--- src/cpu_bus_pkg.sv ---
/*
  Bus-side definitions for the CPU slice
  Address and data words, reset vector location,
  one bus cycle request as a packed struct
*/
package cpu_bus_pkg;

  // 64K byte address space, big-endian words
  typedef logic [15:0] addr_t;

  // One memory byte
  typedef logic [7:0] data_t;

  // High byte of the reset vector, low byte at the next address
  localparam addr_t RESET_VECTOR = 16'hFFFE;

  // --------------------------------------------------
  // Bus request for the current cycle
  // --------------------------------------------------
  // write low means a read at addr
  // wdata only meaningful with write set
  typedef struct packed {
    addr_t addr;
    logic  write;
    data_t wdata;
  } bus_cycle_t;

endpackage

--- src/cpu_isa_pkg.sv ---
/*
  Instruction-side definitions for the CPU slice
  Opcode fields, condition-code union and reset value,
  ALU operations, instruction lengths, TFR register codes,
  opcode constants and the decoded-instruction struct
*/
package cpu_isa_pkg;

  // Instruction register split into row and column nibbles
  typedef struct packed {
    logic [3:0] row;
    logic [3:0] col;
  } opcode_t;

  // CC flags, MSB first as in the CC byte
  typedef struct packed {
    logic e;
    logic f;
    logic h;
    logic i;
    logic n;
    logic z;
    logic v;
    logic c;
  } cc_flags_t;

  // Same byte seen raw (reset, TFR) or as named flags (ALU)
  typedef union packed {
    cpu_bus_pkg::data_t raw;
    cc_flags_t          flags;
  } cc_t;

  // E, F and I set out of reset
  localparam cpu_bus_pkg::data_t CC_RESET = 8'hD0;

  typedef enum logic [3:0] {
    ALU_NONE,
    ALU_CLR,
    ALU_INC,
    ALU_COM,
    ALU_ASL,
    ALU_ASR,
    ALU_LSR,
    ALU_ROL,
    ALU_ROR,
    ALU_LD
  } alu_op_t;

  // Bytes to fetch; a 3-byte store also takes a write cycle
  typedef enum logic [1:0] {
    LEN_1,
    LEN_2,
    LEN_3_STORE
  } inst_len_t;

  // TFR post-byte nibble codes, anything else is ignored
  typedef enum logic [3:0] {
    REG_A  = 4'h8,
    REG_B  = 4'h9,
    REG_CC = 4'hA
  } reg_sel_t;

  // --------------------------------------------------
  // Opcode rows and full opcodes
  // --------------------------------------------------
  localparam logic [3:0] ROW_INH_A = 4'h4;
  localparam logic [3:0] ROW_INH_B = 4'h5;
  localparam logic [3:0] ROW_IMM_A = 4'h8;
  localparam logic [3:0] ROW_IMM_B = 4'hC;

  localparam logic [7:0] OP_TFR     = 8'h1F;
  localparam logic [7:0] OP_STA_EXT = 8'hB7;
  localparam logic [7:0] OP_STB_EXT = 8'hF7;

  // Columns of the inherent ALU group
  localparam logic [3:0] COL_COM = 4'h3;
  localparam logic [3:0] COL_LSR = 4'h4;
  localparam logic [3:0] COL_ROR = 4'h6;
  localparam logic [3:0] COL_ASR = 4'h7;
  localparam logic [3:0] COL_ASL = 4'h8;
  localparam logic [3:0] COL_ROL = 4'h9;
  localparam logic [3:0] COL_INC = 4'hC;
  localparam logic [3:0] COL_CLR = 4'hF;
  // Immediate load shares column 6 with ROR
  localparam logic [3:0] COL_LD  = 4'h6;

  // Everything execute needs from one opcode
  typedef struct packed {
    inst_len_t len;
    alu_op_t   op;
    logic      dest_b;
    logic      tfr;
    logic      store;
    logic      store_b;
  } decoded_t;

endpackage

--- src/alu.sv ---
/*
  8-bit ALU
  Clear, increment, complement, shifts, rotates and load,
  with the next condition codes for each
*/
`timescale 1ns/1ps

module alu (
  input  cpu_isa_pkg::alu_op_t op,
  input  cpu_bus_pkg::data_t   operand,
  input  cpu_isa_pkg::cc_t     cc_in,
  output cpu_bus_pkg::data_t   result,
  output cpu_isa_pkg::cc_t     cc_out
);
  import cpu_isa_pkg::*;

  always_comb begin
    // E, F, H, I always carried through
    result = operand;
    cc_out = cc_in;

    case (op)
      ALU_CLR: begin
        result         = 8'h00;
        cc_out.flags.v = 1'b0;
        cc_out.flags.c = 1'b0;
      end
      // Carry left alone, overflow only on 7F
      ALU_INC: begin
        result         = operand + 8'd1;
        cc_out.flags.v = (operand == 8'h7F);
      end
      ALU_COM: begin
        result         = ~operand;
        cc_out.flags.v = 1'b0;
        cc_out.flags.c = 1'b1;
      end
      // Left shifts: V is the sign change
      ALU_ASL: begin
        result         = {operand[6:0], 1'b0};
        cc_out.flags.v = operand[7] ^ operand[6];
        cc_out.flags.c = operand[7];
      end
      ALU_ROL: begin
        result         = {operand[6:0], cc_in.flags.c};
        cc_out.flags.v = operand[7] ^ operand[6];
        cc_out.flags.c = operand[7];
      end
      // Right shifts keep V, bit 0 goes to carry
      ALU_ASR: begin
        result         = {operand[7], operand[7:1]};
        cc_out.flags.c = operand[0];
      end
      // N ends up 0 since bit 7 is cleared
      ALU_LSR: begin
        result         = {1'b0, operand[7:1]};
        cc_out.flags.c = operand[0];
      end
      ALU_ROR: begin
        result         = {cc_in.flags.c, operand[7:1]};
        cc_out.flags.c = operand[0];
      end
      ALU_LD: begin
        cc_out.flags.v = 1'b0;
      end
      default: ;
    endcase

    // N and Z track the result for every real operation
    if (op != ALU_NONE) begin
      cc_out.flags.n = result[7];
      cc_out.flags.z = (result == 8'h00);
    end
  end

endmodule

--- src/cpu_top.sv ---
/*
  CPU slice top level
  Fetch sequencer, decoder, register file and LSU,
  with the bus request unpacked onto the pins
*/
`timescale 1ns/1ps

module cpu_top (
  input  logic               clk,
  input  logic               reset_b,
  output cpu_bus_pkg::addr_t addr,
  output logic               data_rw_n,
  output cpu_bus_pkg::data_t data_out,
  input  cpu_bus_pkg::data_t data_in
);
  import cpu_bus_pkg::*;
  import cpu_isa_pkg::*;

  addr_t      pc;
  opcode_t    ir;
  data_t      pb;
  data_t      b2;
  data_t      store_data;
  logic       exec;
  logic       vec_busy;
  decoded_t   dec;
  bus_cycle_t bus;

  fetch_sequencer fetch_sequencer_inst (
    .clk      (clk),
    .reset_b  (reset_b),
    .data_in  (data_in),
    .vec_busy (vec_busy),
    .dec      (dec),
    .pc       (pc),
    .ir       (ir),
    .pb       (pb),
    .b2       (b2),
    .exec     (exec)
  );

  opcode_decoder opcode_decoder_inst (
    .ir  (ir),
    .dec (dec)
  );

  register_file register_file_inst (
    .clk        (clk),
    .reset_b    (reset_b),
    .exec       (exec),
    .dec        (dec),
    .pb         (pb),
    .store_data (store_data)
  );

  // Store target is the two address bytes, high first
  load_store_unit load_store_unit_inst (
    .clk        (clk),
    .reset_b    (reset_b),
    .exec       (exec),
    .store      (dec.store),
    .pc         (pc),
    .target     ({pb, b2}),
    .store_data (store_data),
    .vec_busy   (vec_busy),
    .bus        (bus)
  );

  // Pins, read is the high level
  assign addr      = bus.addr;
  assign data_rw_n = ~bus.write;
  assign data_out  = bus.wdata;

endmodule

--- src/fetch_sequencer.sv ---
/*
  Fetch sequencer
  One-hot fetch FSM, instruction and operand byte capture,
  program counter with reset vector load, execute pulse
*/
`timescale 1ns/1ps

module fetch_sequencer (
  input  logic                  clk,
  input  logic                  reset_b,
  input  cpu_bus_pkg::data_t    data_in,
  input  logic                  vec_busy,
  input  cpu_isa_pkg::decoded_t dec,
  output cpu_bus_pkg::addr_t    pc,
  output cpu_isa_pkg::opcode_t  ir,
  output cpu_bus_pkg::data_t    pb,
  output cpu_bus_pkg::data_t    b2,
  output logic                  exec
);
  import cpu_isa_pkg::*;

  // State names say what is held, not what is on the bus
  typedef enum logic [4:0] {
    ST_WAIT   = 5'b0_0001, // Vector load, or nothing held yet
    ST_IR     = 5'b0_0010, // Opcode held
    ST_PB_IMM = 5'b0_0100, // Post-byte or immediate held
    ST_B2     = 5'b0_1000, // Address high byte held
    ST_B3     = 5'b1_0000  // Address low byte held, write cycle
  } fetch_state_t;

  fetch_state_t state;
  fetch_state_t state_next;
  logic         vec_cycle;
  logic         opcode_cycle;
  logic         pb_cycle;
  logic         b2_cycle;
  logic         pc_advance;

  assign vec_cycle = (state == ST_WAIT) && vec_busy;

  // --------------------------------------------------
  // Next state and byte capture strobes
  // --------------------------------------------------
  always_comb begin
    state_next   = state;
    opcode_cycle = 1'b0;
    pb_cycle     = 1'b0;
    b2_cycle     = 1'b0;
    exec         = 1'b0;
    pc_advance   = 1'b1;
    case (state)
      ST_WAIT: begin
        pc_advance = !vec_busy;
        if (!vec_busy) begin
          opcode_cycle = 1'b1;
          state_next   = ST_IR;
        end
      end
      ST_IR: begin
        case (dec.len)
          // Execute now, next opcode already on the bus
          LEN_1: begin
            exec         = 1'b1;
            opcode_cycle = 1'b1;
          end
          LEN_2: begin
            pb_cycle   = 1'b1;
            state_next = ST_PB_IMM;
          end
          default: begin
            pb_cycle   = 1'b1;
            state_next = ST_B2;
          end
        endcase
      end
      ST_PB_IMM: begin
        exec         = 1'b1;
        opcode_cycle = 1'b1;
        state_next   = ST_IR;
      end
      ST_B2: begin
        b2_cycle   = 1'b1;
        state_next = ST_B3;
      end
      // Bus is busy with the write, PC holds
      ST_B3: begin
        exec       = 1'b1;
        pc_advance = 1'b0;
        state_next = ST_WAIT;
      end
      default: begin
        pc_advance = 1'b0;
        state_next = ST_WAIT;
      end
    endcase
  end

  always_ff @(posedge clk or negedge reset_b) begin
    if (!reset_b) begin
      state <= ST_WAIT;
      pc    <= 16'h0000;
    end else begin
      state <= state_next;
      // Vector bytes shift in big-endian, high byte first
      if (vec_cycle) begin
        pc <= {pc[7:0], data_in};
      end else if (pc_advance) begin
        pc <= pc + 16'd1;
      end
    end
  end

  // Opcode and operand byte capture
  always_ff @(posedge clk) begin
    if (opcode_cycle) begin
      ir <= opcode_t'(data_in);
    end
    if (pb_cycle) begin
      pb <= data_in;
    end
    if (b2_cycle) begin
      b2 <= data_in;
    end
  end

endmodule

--- src/load_store_unit.sv ---
/*
  Load/store unit
  Reset vector fetch cycles, store write cycles,
  and the bus request mux between PC and LSU
*/
`timescale 1ns/1ps

module load_store_unit (
  input  logic                    clk,
  input  logic                    reset_b,
  input  logic                    exec,
  input  logic                    store,
  input  cpu_bus_pkg::addr_t      pc,
  input  cpu_bus_pkg::addr_t      target,
  input  cpu_bus_pkg::data_t      store_data,
  output logic                    vec_busy,
  output cpu_bus_pkg::bus_cycle_t bus
);
  import cpu_bus_pkg::*;

  typedef enum logic [1:0] {
    LSU_VEC_MSB,
    LSU_VEC_LSB,
    LSU_IDLE
  } lsu_state_t;

  lsu_state_t state;

  // Vector load runs once out of reset, then parks in idle
  always_ff @(posedge clk or negedge reset_b) begin
    if (!reset_b) begin
      state <= LSU_VEC_MSB;
    end else begin
      case (state)
        LSU_VEC_MSB: state <= LSU_VEC_LSB;
        default:     state <= LSU_IDLE;
      endcase
    end
  end

  assign vec_busy = (state != LSU_IDLE);

  // --------------------------------------------------
  // Bus request for this cycle
  // --------------------------------------------------
  always_comb begin
    bus.addr  = pc;
    bus.write = 1'b0;
    bus.wdata = 8'h00;
    case (state)
      LSU_VEC_MSB: bus.addr = RESET_VECTOR;
      LSU_VEC_LSB: bus.addr = RESET_VECTOR + 16'd1;
      default: begin
        // Store execute cycle takes the bus from fetch
        if (exec && store) begin
          bus.addr  = target;
          bus.write = 1'b1;
          bus.wdata = store_data;
        end
      end
    endcase
  end

endmodule

--- src/opcode_decoder.sv ---
/*
  Opcode decoder
  Row/column decode of the instruction register into
  length, ALU operation, destination, TFR and store controls
*/
`timescale 1ns/1ps

module opcode_decoder (
  input  cpu_isa_pkg::opcode_t  ir,
  output cpu_isa_pkg::decoded_t dec
);
  import cpu_isa_pkg::*;

  always_comb begin
    // Unknown opcodes fall out as one-byte no-ops
    dec = '{len: LEN_1, op: ALU_NONE, dest_b: 1'b0, tfr: 1'b0, store: 1'b0, store_b: 1'b0};

    case (ir.row)
      // Inherent ALU group on A or B
      ROW_INH_A, ROW_INH_B: begin
        dec.dest_b = (ir.row == ROW_INH_B);
        case (ir.col)
          COL_COM: dec.op = ALU_COM;
          COL_LSR: dec.op = ALU_LSR;
          COL_ROR: dec.op = ALU_ROR;
          COL_ASR: dec.op = ALU_ASR;
          COL_ASL: dec.op = ALU_ASL;
          COL_ROL: dec.op = ALU_ROL;
          COL_INC: dec.op = ALU_INC;
          COL_CLR: dec.op = ALU_CLR;
          default: dec.op = ALU_NONE;
        endcase
      end
      // Immediates always take the operand byte
      ROW_IMM_A, ROW_IMM_B: begin
        dec.len    = LEN_2;
        dec.dest_b = (ir.row == ROW_IMM_B);
        // Only LD does anything here
        if (ir.col == COL_LD) begin
          dec.op = ALU_LD;
        end
      end
      default: ;
    endcase

    // Post-byte holds source and destination codes
    if (ir == OP_TFR) begin
      dec.len = LEN_2;
      dec.tfr = 1'b1;
    end

    // Extended stores carry a two-byte address
    if (ir == OP_STA_EXT || ir == OP_STB_EXT) begin
      dec.len     = LEN_3_STORE;
      dec.store   = 1'b1;
      dec.store_b = (ir == OP_STB_EXT);
    end
  end

endmodule

--- src/register_file.sv ---
/*
  Register file
  A and B accumulators and the CC register,
  ALU write-back, TFR moves and store data select
*/
`timescale 1ns/1ps

module register_file (
  input  logic                  clk,
  input  logic                  reset_b,
  input  logic                  exec,
  input  cpu_isa_pkg::decoded_t dec,
  input  cpu_bus_pkg::data_t    pb,
  output cpu_bus_pkg::data_t    store_data
);
  import cpu_isa_pkg::*;
  import cpu_bus_pkg::*;

  data_t    a;
  data_t    b;
  cc_t      cc;
  data_t    alu_operand;
  data_t    alu_result;
  cc_t      alu_cc;
  reg_sel_t tfr_src;
  reg_sel_t tfr_dst;
  data_t    tfr_value;
  logic     tfr_src_ok;

  // LD takes the immediate, everything else its own accumulator
  assign alu_operand = (dec.op == ALU_LD) ? pb : (dec.dest_b ? b : a);

  alu alu_inst (
    .op      (dec.op),
    .operand (alu_operand),
    .cc_in   (cc),
    .result  (alu_result),
    .cc_out  (alu_cc)
  );

  // --------------------------------------------------
  // TFR source select, post-byte high nibble
  // --------------------------------------------------
  assign tfr_src = reg_sel_t'(pb[7:4]);
  assign tfr_dst = reg_sel_t'(pb[3:0]);

  always_comb begin
    tfr_src_ok = 1'b1;
    case (tfr_src)
      REG_A:   tfr_value = a;
      REG_B:   tfr_value = b;
      REG_CC:  tfr_value = cc.raw;
      default: begin
        tfr_value  = a;
        tfr_src_ok = 1'b0;
      end
    endcase
  end

  always_ff @(posedge clk or negedge reset_b) begin
    if (!reset_b) begin
      a      <= 8'h00;
      b      <= 8'h00;
      cc.raw <= CC_RESET;
    end else if (exec) begin
      if (dec.tfr) begin
        // Unknown destination falls through the default
        if (tfr_src_ok) begin
          case (tfr_dst)
            REG_A:   a      <= tfr_value;
            REG_B:   b      <= tfr_value;
            REG_CC:  cc.raw <= tfr_value;
            default: ;
          endcase
        end
      end else if (dec.op != ALU_NONE) begin
        if (dec.dest_b) begin
          b <= alu_result;
        end else begin
          a <= alu_result;
        end
        cc <= alu_cc;
      end
    end
  end

  // STB writes B, STA writes A
  assign store_data = dec.store_b ? b : a;

endmodule

--- config.mk ---
export PLATFORM = sky130hd
export DESIGN_NAME = cpu_top
export DESIGN_NICKNAME = d
export VERILOG_FILES = /design/src/cpu_bus_pkg.sv /design/src/cpu_isa_pkg.sv /design/src/alu.sv /design/src/cpu_top.sv /design/src/fetch_sequencer.sv /design/src/load_store_unit.sv /design/src/opcode_decoder.sv /design/src/register_file.sv
export SDC_FILE = /design/constraint.sdc
export NUM_CORES = 1
export LEC_CHECK = 0
export ABC_CLOCK_PERIOD_IN_PS = 3480
export BUFFER_PORTS_ARGS = -buffer_cell sky130_fd_sc_hd__buf_2
export CELL_PAD_IN_SITES_DETAIL_PLACEMENT = 0
export CELL_PAD_IN_SITES_GLOBAL_PLACEMENT = 1
export CORE_MARGIN = 5
export CORE_UTILIZATION = 40
export DETAILED_ROUTE_END_ITERATION = 12
export GPL_TIMING_DRIVEN = 0
export HOLD_SLACK_MARGIN = 0.02
export MAX_ROUTING_LAYER = met4
export PLACE_DENSITY = 0.81
export REMOVE_ABC_BUFFERS = 1
export SKIP_CTS_REPAIR_TIMING = 1
export SYNTH_ARGS = -nofsm -noshare
export SYNTH_HDL_FRONTEND = slang
export SYNTH_SLANG_ARGS = --single-unit
export TNS_END_PERCENT = 10
--- constraint.sdc ---
create_clock -name clk -period 3.48 [get_ports clk]
set_clock_uncertainty 0.05 [all_clocks]
set_input_delay 0 -clock clk [delete_from_list [all_inputs] [get_ports clk]]
set_output_delay 0 -clock clk [all_outputs]
set_load 0.005 [all_outputs]
==> results of run 1 <==
area by class of cell:
type / instances / area share
multi-input cells: 417 / 0.494
flip-flops and latches: 75 / 0.350
repair buffers: 50 / 0.0554
clock buffers: 10 / 0.0404
well taps: 168 / 0.0371
inverters: 18 / 0.0119
clock inverters: 6 / 0.0115
flip-flops by register name, summed over array words and instances (netlist names), named ones only:
signal                      flops
fetch_sequencer_inst.pb         8
load_store_unit_inst.state      2
register_file_inst.cc           8
fetch_sequencer_inst.state      5
register_file_inst.b            8
fetch_sequencer_inst.ir         8
register_file_inst.a            8
fetch_sequencer_inst.b2         8
fetch_sequencer_inst.pc        16
cells in the final DEF (no fill, tap or decap), drive strengths merged, types with 5 or more instances in the layout:
master       instances
xor2                 7
clkbuf              11
a21oi               22
edfxtp              24
a22oi                5
dlygate4sd3          9
o21a                 6
o21ai               34
nand2b               8
inv                 19
nand4                5
o31ai                5
or3b                 5
ha                   6
and3                 9
nor2                40
mux2                19
buf                 40
a31oi                6
a211oi               5
nand2               78
or2                  7
o22ai                7
a22o                 5
xnor2                7
o211ai              12
nor3                10
nand3               30
dfrtp               43
mux2i               21
a221o                6
cells by family (layout without fill, tap and decap cells):
kind of cell,count (synthesis),after routing,share of synthesized area
multiplexers,40,40,0.0876
flip-flops,75,75,0.402
buffers and inverters,47,84,0.0396
XOR/XNOR,14,14,0.0279
AO/OA/AOI/OAI,137,137,0.193
AND/OR/NAND/NOR,220,220,0.234
adder cells (fa/ha/maj),6,6,0.0152
cells in the mapped netlist, drive strengths merged (8+ instances only):
library cell / number / area share
mux2: 19 / 0.044
nand2: 78 / 0.059
inv: 18 / 0.014
dfrtp: 43 / 0.22
nand2b: 8 / 0.010
nor3: 10 / 0.012
o211ai: 12 / 0.018
nor2: 40 / 0.034
mux2i: 21 / 0.043
o21ai: 34 / 0.035
a21oi: 22 / 0.022
and3: 9 / 0.011
nand3: 30 / 0.030
clkbuf: 23 / 0.018
edfxtp: 24 / 0.15
path summary, 6_finish.rpt:
kind | to | slack (ns) | cells past startpoint
setup / recovery | register_file_inst.a[6] | 0.09 | 12
hold / removal | fetch_sequencer_inst.pc[9] | 0.37 | 2
setup reg to reg | register_file_inst.a[6] | 0.09 | 12
hold reg to reg | load_store_unit_inst.state[0] | 0.43 | 1
max in group asynchronous | register_file_inst.b[2] | 2.31 | 2
min in group clk | fetch_sequencer_inst.b2[5] | 0.39 | 2
worst reg2reg max path: stages (launching register included):
cell and delay, ns:
edfxtp_1 0.51, or3b_4 0.49, nor2_8 0.20, or2_4 0.25
mux2i_4 0.32, inv_1 0.07, ha_1 0.26, o31a_1 0.13
nand4_1 0.15, mux2i_1 0.25, a21oi_2 0.13, mux2_2 0.33
o21ai_0 0.16
per-layer routing:
| layer | share of wire | track usage | wire length (µm) | vias up |
|---|---|---|---|---|
| met3 | 0.057 | 0.0298 | 802 | 22 |
| met2 | 0.46 | 0.287 | 6500 | 152 |
| met4 | 0.017 | 0.0807 | 239 | 0 |
| li1 | - | - | - | 2068 |
| met1 | 0.47 | 0.289 | 6650 | 2160 |
| met5 | 0 | - | 0 | - |
per-stage QoR:
stage          setup TNS, ns  hold slack [ns]  instance area, µm²
6_report                   0            0.370                5670
4_1_cts               -0.775           -0.152                5500
3_3_place_gp          -0.498            0.194                5180
3_5_place_dp          -0.626            0.197                5200
5_1_grt               -0.447            0.412                5670
2_1_floorplan              0           -0.346                4800
power by group through the flow:
stage,clock [µW],sequential (µW),combinational (µW)
after floorplan,0,1320,1060
after CTS,943,1410,1410
after global routing,984,1440,1670
after global placement,0,1420,1370
final,930,1400,1520
after detailed placement,0,1430,1400
==> results.toml, run 1 <==
[worst_hold_path]
min_path_type = "primary input to asynchronous set/reset pin"

[route]
wire_per_inst_um = 19.1
vias_per_cell = 5.92
dr_total_vias = 4402
first_pass_iters = 5
postRouteAntennaNets = 0
drt-initial-drc-count = 402
finalWirelength_um = 14200
drc = 0

[cells_and_area]
stdcell_count = 744
multi_input_area_um2 = 2800
finalCoreUtilization = 0.470
fill_cells = 1143
fin_nets = 587
n_antenna_cell = 0
regArea_um2 = 1980
area_growth_pct = 15.1
drive_gt1_frac = 0.194

[floorplanning]
io_pins = 35
die_w_um = 121
die_y_um = 121
initial_core_util = 0.408
core_um2 = 12100
rows = 40
dieArea_um2 = 14600

[grt]
grt_start_max_net_pins = 48
grt_pass1_wl_um = 22600
grt.overflow.total = 0
grt_usage = 0.202
grt_pass1_vias = 4034
antenna_found_initial = 0

[worst_setup_path]
critPathLaunchType = "register"
critPathCaptureType = "register"
setup.worst_path.class = "register to register"
worstSetupStartpoint = "fetch_sequencer_inst.ir[5]"
worst_path_max_delay_cell = "edfxtp_1"
reg2reg_from = "fetch_sequencer_inst.ir[5]"
max_stage_delay_ns = 0.51
crit_chain = "or3b_4 > nor2_8 > or2_4 > mux2i_4 > inv_1 > ha_1 > o31a_1 > nand4_1 > mux2i_1 > a21oi_2 > mux2_2 > o21ai_0"
critPathMaxFanout = 12
arrival_ns = 3.59
critPathBufInv = 1
cp_top_family = "simple AND/OR/NAND/NOR gates"
crit_required_ns = 3.68

[timing]
worst_slew_pin_slew_ns = 1.12
rsz0062_at_grt = "yes"
finalCriticalPeriod_ns = 3.39
drv_slew = 0
clock.fmax_ghz = 0.295
hold_viol_final = 0
slew_headroom = 0.253
period_share = 0.973
setup_viol = 0
setup_ws_ns = 0.0947

[placement]
portBuffers = 34
dp.cells = 714
place.gp.congestion = 0.923
post-place-ws_ns = -0.132
hpwl_um = 10500

[power_and_ir_drop]
p_per_area_nw_per_um2 = 680
p_sw_frac = 0.405
pwr-share-clk = 0.241
intPower_uw = 2290
finalPower_uw = 3850
p_switching_uw = 1560
p_leak_uw = 0.00229
peakVddDrop_uv = 398
sequentialPowerShare = 0.364
comb_power_share = 0.395

[synth]
synthFlopType = "dfrtp_1"
synth_edf_count = 24
ys_seq_area_frac = 0.402
ys_seq_elements = 75
async_flop_share = 0.627
synth_cell_types = 80
ys.warnings.count = 0
syn_area_um2 = 4920
synth_cells = 539
avgSynthCellArea_um2 = 9.14

[clock_tree]
clkLatencyLatePin_ns = 0.34
cts_max_level = 3
cts_buffer_depth = 2
clk_pin_slew_ns = 0.06
clock-sinks = 75
root_buffer = "clkbuf_16"
cts_tree = "done"
cts_made_buffers = 9

[job]
cap_viol_max_count = 0

[run_status]
status = "completed"
No activity file was read; power rests on OpenSTA's default activity.
==> inputs of run 2 (changes only) <==
--- a/config.mk
+++ b/config.mk
@@ -7,7 +7,7 @@
 export LEC_CHECK = 0
 export ABC_CLOCK_PERIOD_IN_PS = 3480
 export BUFFER_PORTS_ARGS = -buffer_cell sky130_fd_sc_hd__buf_2
-export CELL_PAD_IN_SITES_DETAIL_PLACEMENT = 0
+export CELL_PAD_IN_SITES_DETAIL_PLACEMENT = 1
 export CELL_PAD_IN_SITES_GLOBAL_PLACEMENT = 1
 export CORE_MARGIN = 5
 export CORE_UTILIZATION = 40
==> constraint.sdc (replaced) <==
create_clock -name clk -period 3.48 [get_ports clk]
set_clock_uncertainty 0.05 [all_clocks]
set_input_delay 0 -clock clk [delete_from_list [all_inputs] [get_ports clk]]
set_output_delay 0 -clock clk [all_outputs]
set_load 0.05 [all_outputs]
==> results.toml, run 2 (synthesis results as in run 1) <==
[placement]
post_dp_cell_area_um2 = 5200
portBuffers = 34
hpwl_um = 11500
dp.cells = 714
post-place-ws_ns = -0.205
place.gp.congestion = 0.923

[worst_setup_path]
r2r_setup_slack_ns = 0.06
worst_path_max_delay_cell = "edfxtp_1"
crit_required_ns = 3.69
crit_chain = "buf_4 > nor3b_4 > a32oi_4 > or2_4 > mux2i_4 > inv_1 > ha_1 > o31a_1 > nand4_1 > mux2i_1 > a21oi_2 > mux2_2 > o21ai_0"
max_stage_delay_ns = 0.49
critPathCaptureType = "register"
critPathLaunchType = "register"
setup.worst_path.class = "register to register"
arrival_ns = 3.63
critPathMaxFanout = 12

[route]
postRouteAntennaNets = 0
finalWirelength_um = 15900
vias_per_cell = 6.15
wire_per_inst_um = 21.4
first_pass_iters = 5
drt-initial-drc-count = 371
drc = 0
dr_total_vias = 4574

[timing]
period_share = 0.983
hold_viol_final = 0
fin_tns_setup_ns = 0
setup_ws_ns = 0.0582
rsz0062_at_grt = "yes"
clock.fmax_ghz = 0.292
slew_headroom = 0.242
drv_slew = 0
worst_slew_pin_slew_ns = 1.14
finalCriticalPeriod_ns = 3.42
setup_viol = 0

[power_and_ir_drop]
finalPower_uw = 4200
intPower_uw = 2370
sequentialPowerShare = 0.336
pwr-share-clk = 0.246
peakVddDrop_uv = 377
p_switching_uw = 1820
p_leak_uw = 0.00231
comb_power_share = 0.418
p_sw_frac = 0.434
p_per_area_nw_per_um2 = 736

[grt]
grt_start_max_net_pins = 48
antenna_found_initial = 0
grt_pass1_vias = 4547
grt.overflow.total = 0
grt_usage = 0.226
grt_pass1_wl_um = 25300

[floorplanning]
die_y_um = 121
core_um2 = 12100
dieArea_um2 = 14600
io_pins = 35
die_w_um = 121
initial_core_util = 0.408
rows = 40

[cells_and_area]
multi_input_area_um2 = 2800
final_common_cell = "nand2_1"
stdcell_count = 744
area_growth_pct = 15.8
largest_reg_flops = 16
top_register = "fetch_sequencer_inst.pc"
fin_nets = 587
final_area_um2 = 5700
drive_gt1_frac = 0.200
final_cell_mix = "77 x nand2_1, 43 x dfrtp_1, 37 x nor2_1"
n_antenna_cell = 0
regArea_um2 = 1980
fill_cells = 1398

[clock_tree]
cts_made_buffers = 9
clock-sinks = 75
cts_buffer_depth = 2
cts_max_level = 3
clk_pin_slew_ns = 0.06
clkLatencyLatePin_ns = 0.34
cts_tree = "done"
root_buffer = "clkbuf_16"

[job]
cap_viol_max_count = 0

[run_status]
status = "completed"

[worst_hold_path]
min_path_type = "primary input to asynchronous set/reset pin"
-- run 2: worst paths after layout --
path	startpoint	to	cells after the start
max in group asynchronous	reset_b	register_file_inst.cc[0]	2
worst max register to register	fetch_sequencer_inst.ir[5]	register_file_inst.a[6]	13
min in group clk	data_in[7]	fetch_sequencer_inst.b2[7]	2
worst max-delay path	fetch_sequencer_inst.ir[5]	register_file_inst.a[6]	13
worst min-delay path	reset_b	fetch_sequencer_inst.pc[1]	2
worst min register to register	load_store_unit_inst.state[0]	load_store_unit_inst.state[0]	1
-- run 2: routing by layer --
metal / part of all wire / up-vias / global-route usage
met4: 0.015 / 0 / 0.0708
met2: 0.47 / 166 / 0.350
li1: - / 2061 / -
met3: 0.059 / 18 / 0.0326
met5: 0 / - / -
met1: 0.46 / 2329 / 0.305
-- run 2: final cells by class --
type                       count  share of cell area
clock inverter                 7              0.0173
sequential                    75               0.348
clock buffer                   9              0.0395
inverter                      18              0.0119
tap                          168              0.0369
multi-input combinational    417               0.492
timing repair buffer          50              0.0549
-- run 2: power groups by stage --
stage,Clock [µW],Combinational (µW),Sequential [µW]
after floorplan,0,1240,1320
after global placement,0,1550,1420
after detailed placement,0,1620,1430
after CTS,1050,1640,1420
after global routing,1080,1900,1430
final,1030,1750,1410
-- run 2: stage by stage --
stage	hold slack [ns]	utilization
after floorplan	-0.346	-
after global placement	0.194	0.429
after CTS	-0.153	0.458
final	0.398	0.473
after global routing	0.396	0.473
after detailed placement	0.201	0.432
-- run 2: worst max-delay path: cells and delay by family (launching register included) --
kind | cells | cell delay (ns)
AOI/OAI and AO/OA | 4 | 0.67
adders and majority gates | 1 | 0.24
buffers and inverters | 2 | 0.27
DFF | 1 | 0.49
muxes | 3 | 0.81
and+or+nand+nor | 3 | 0.80
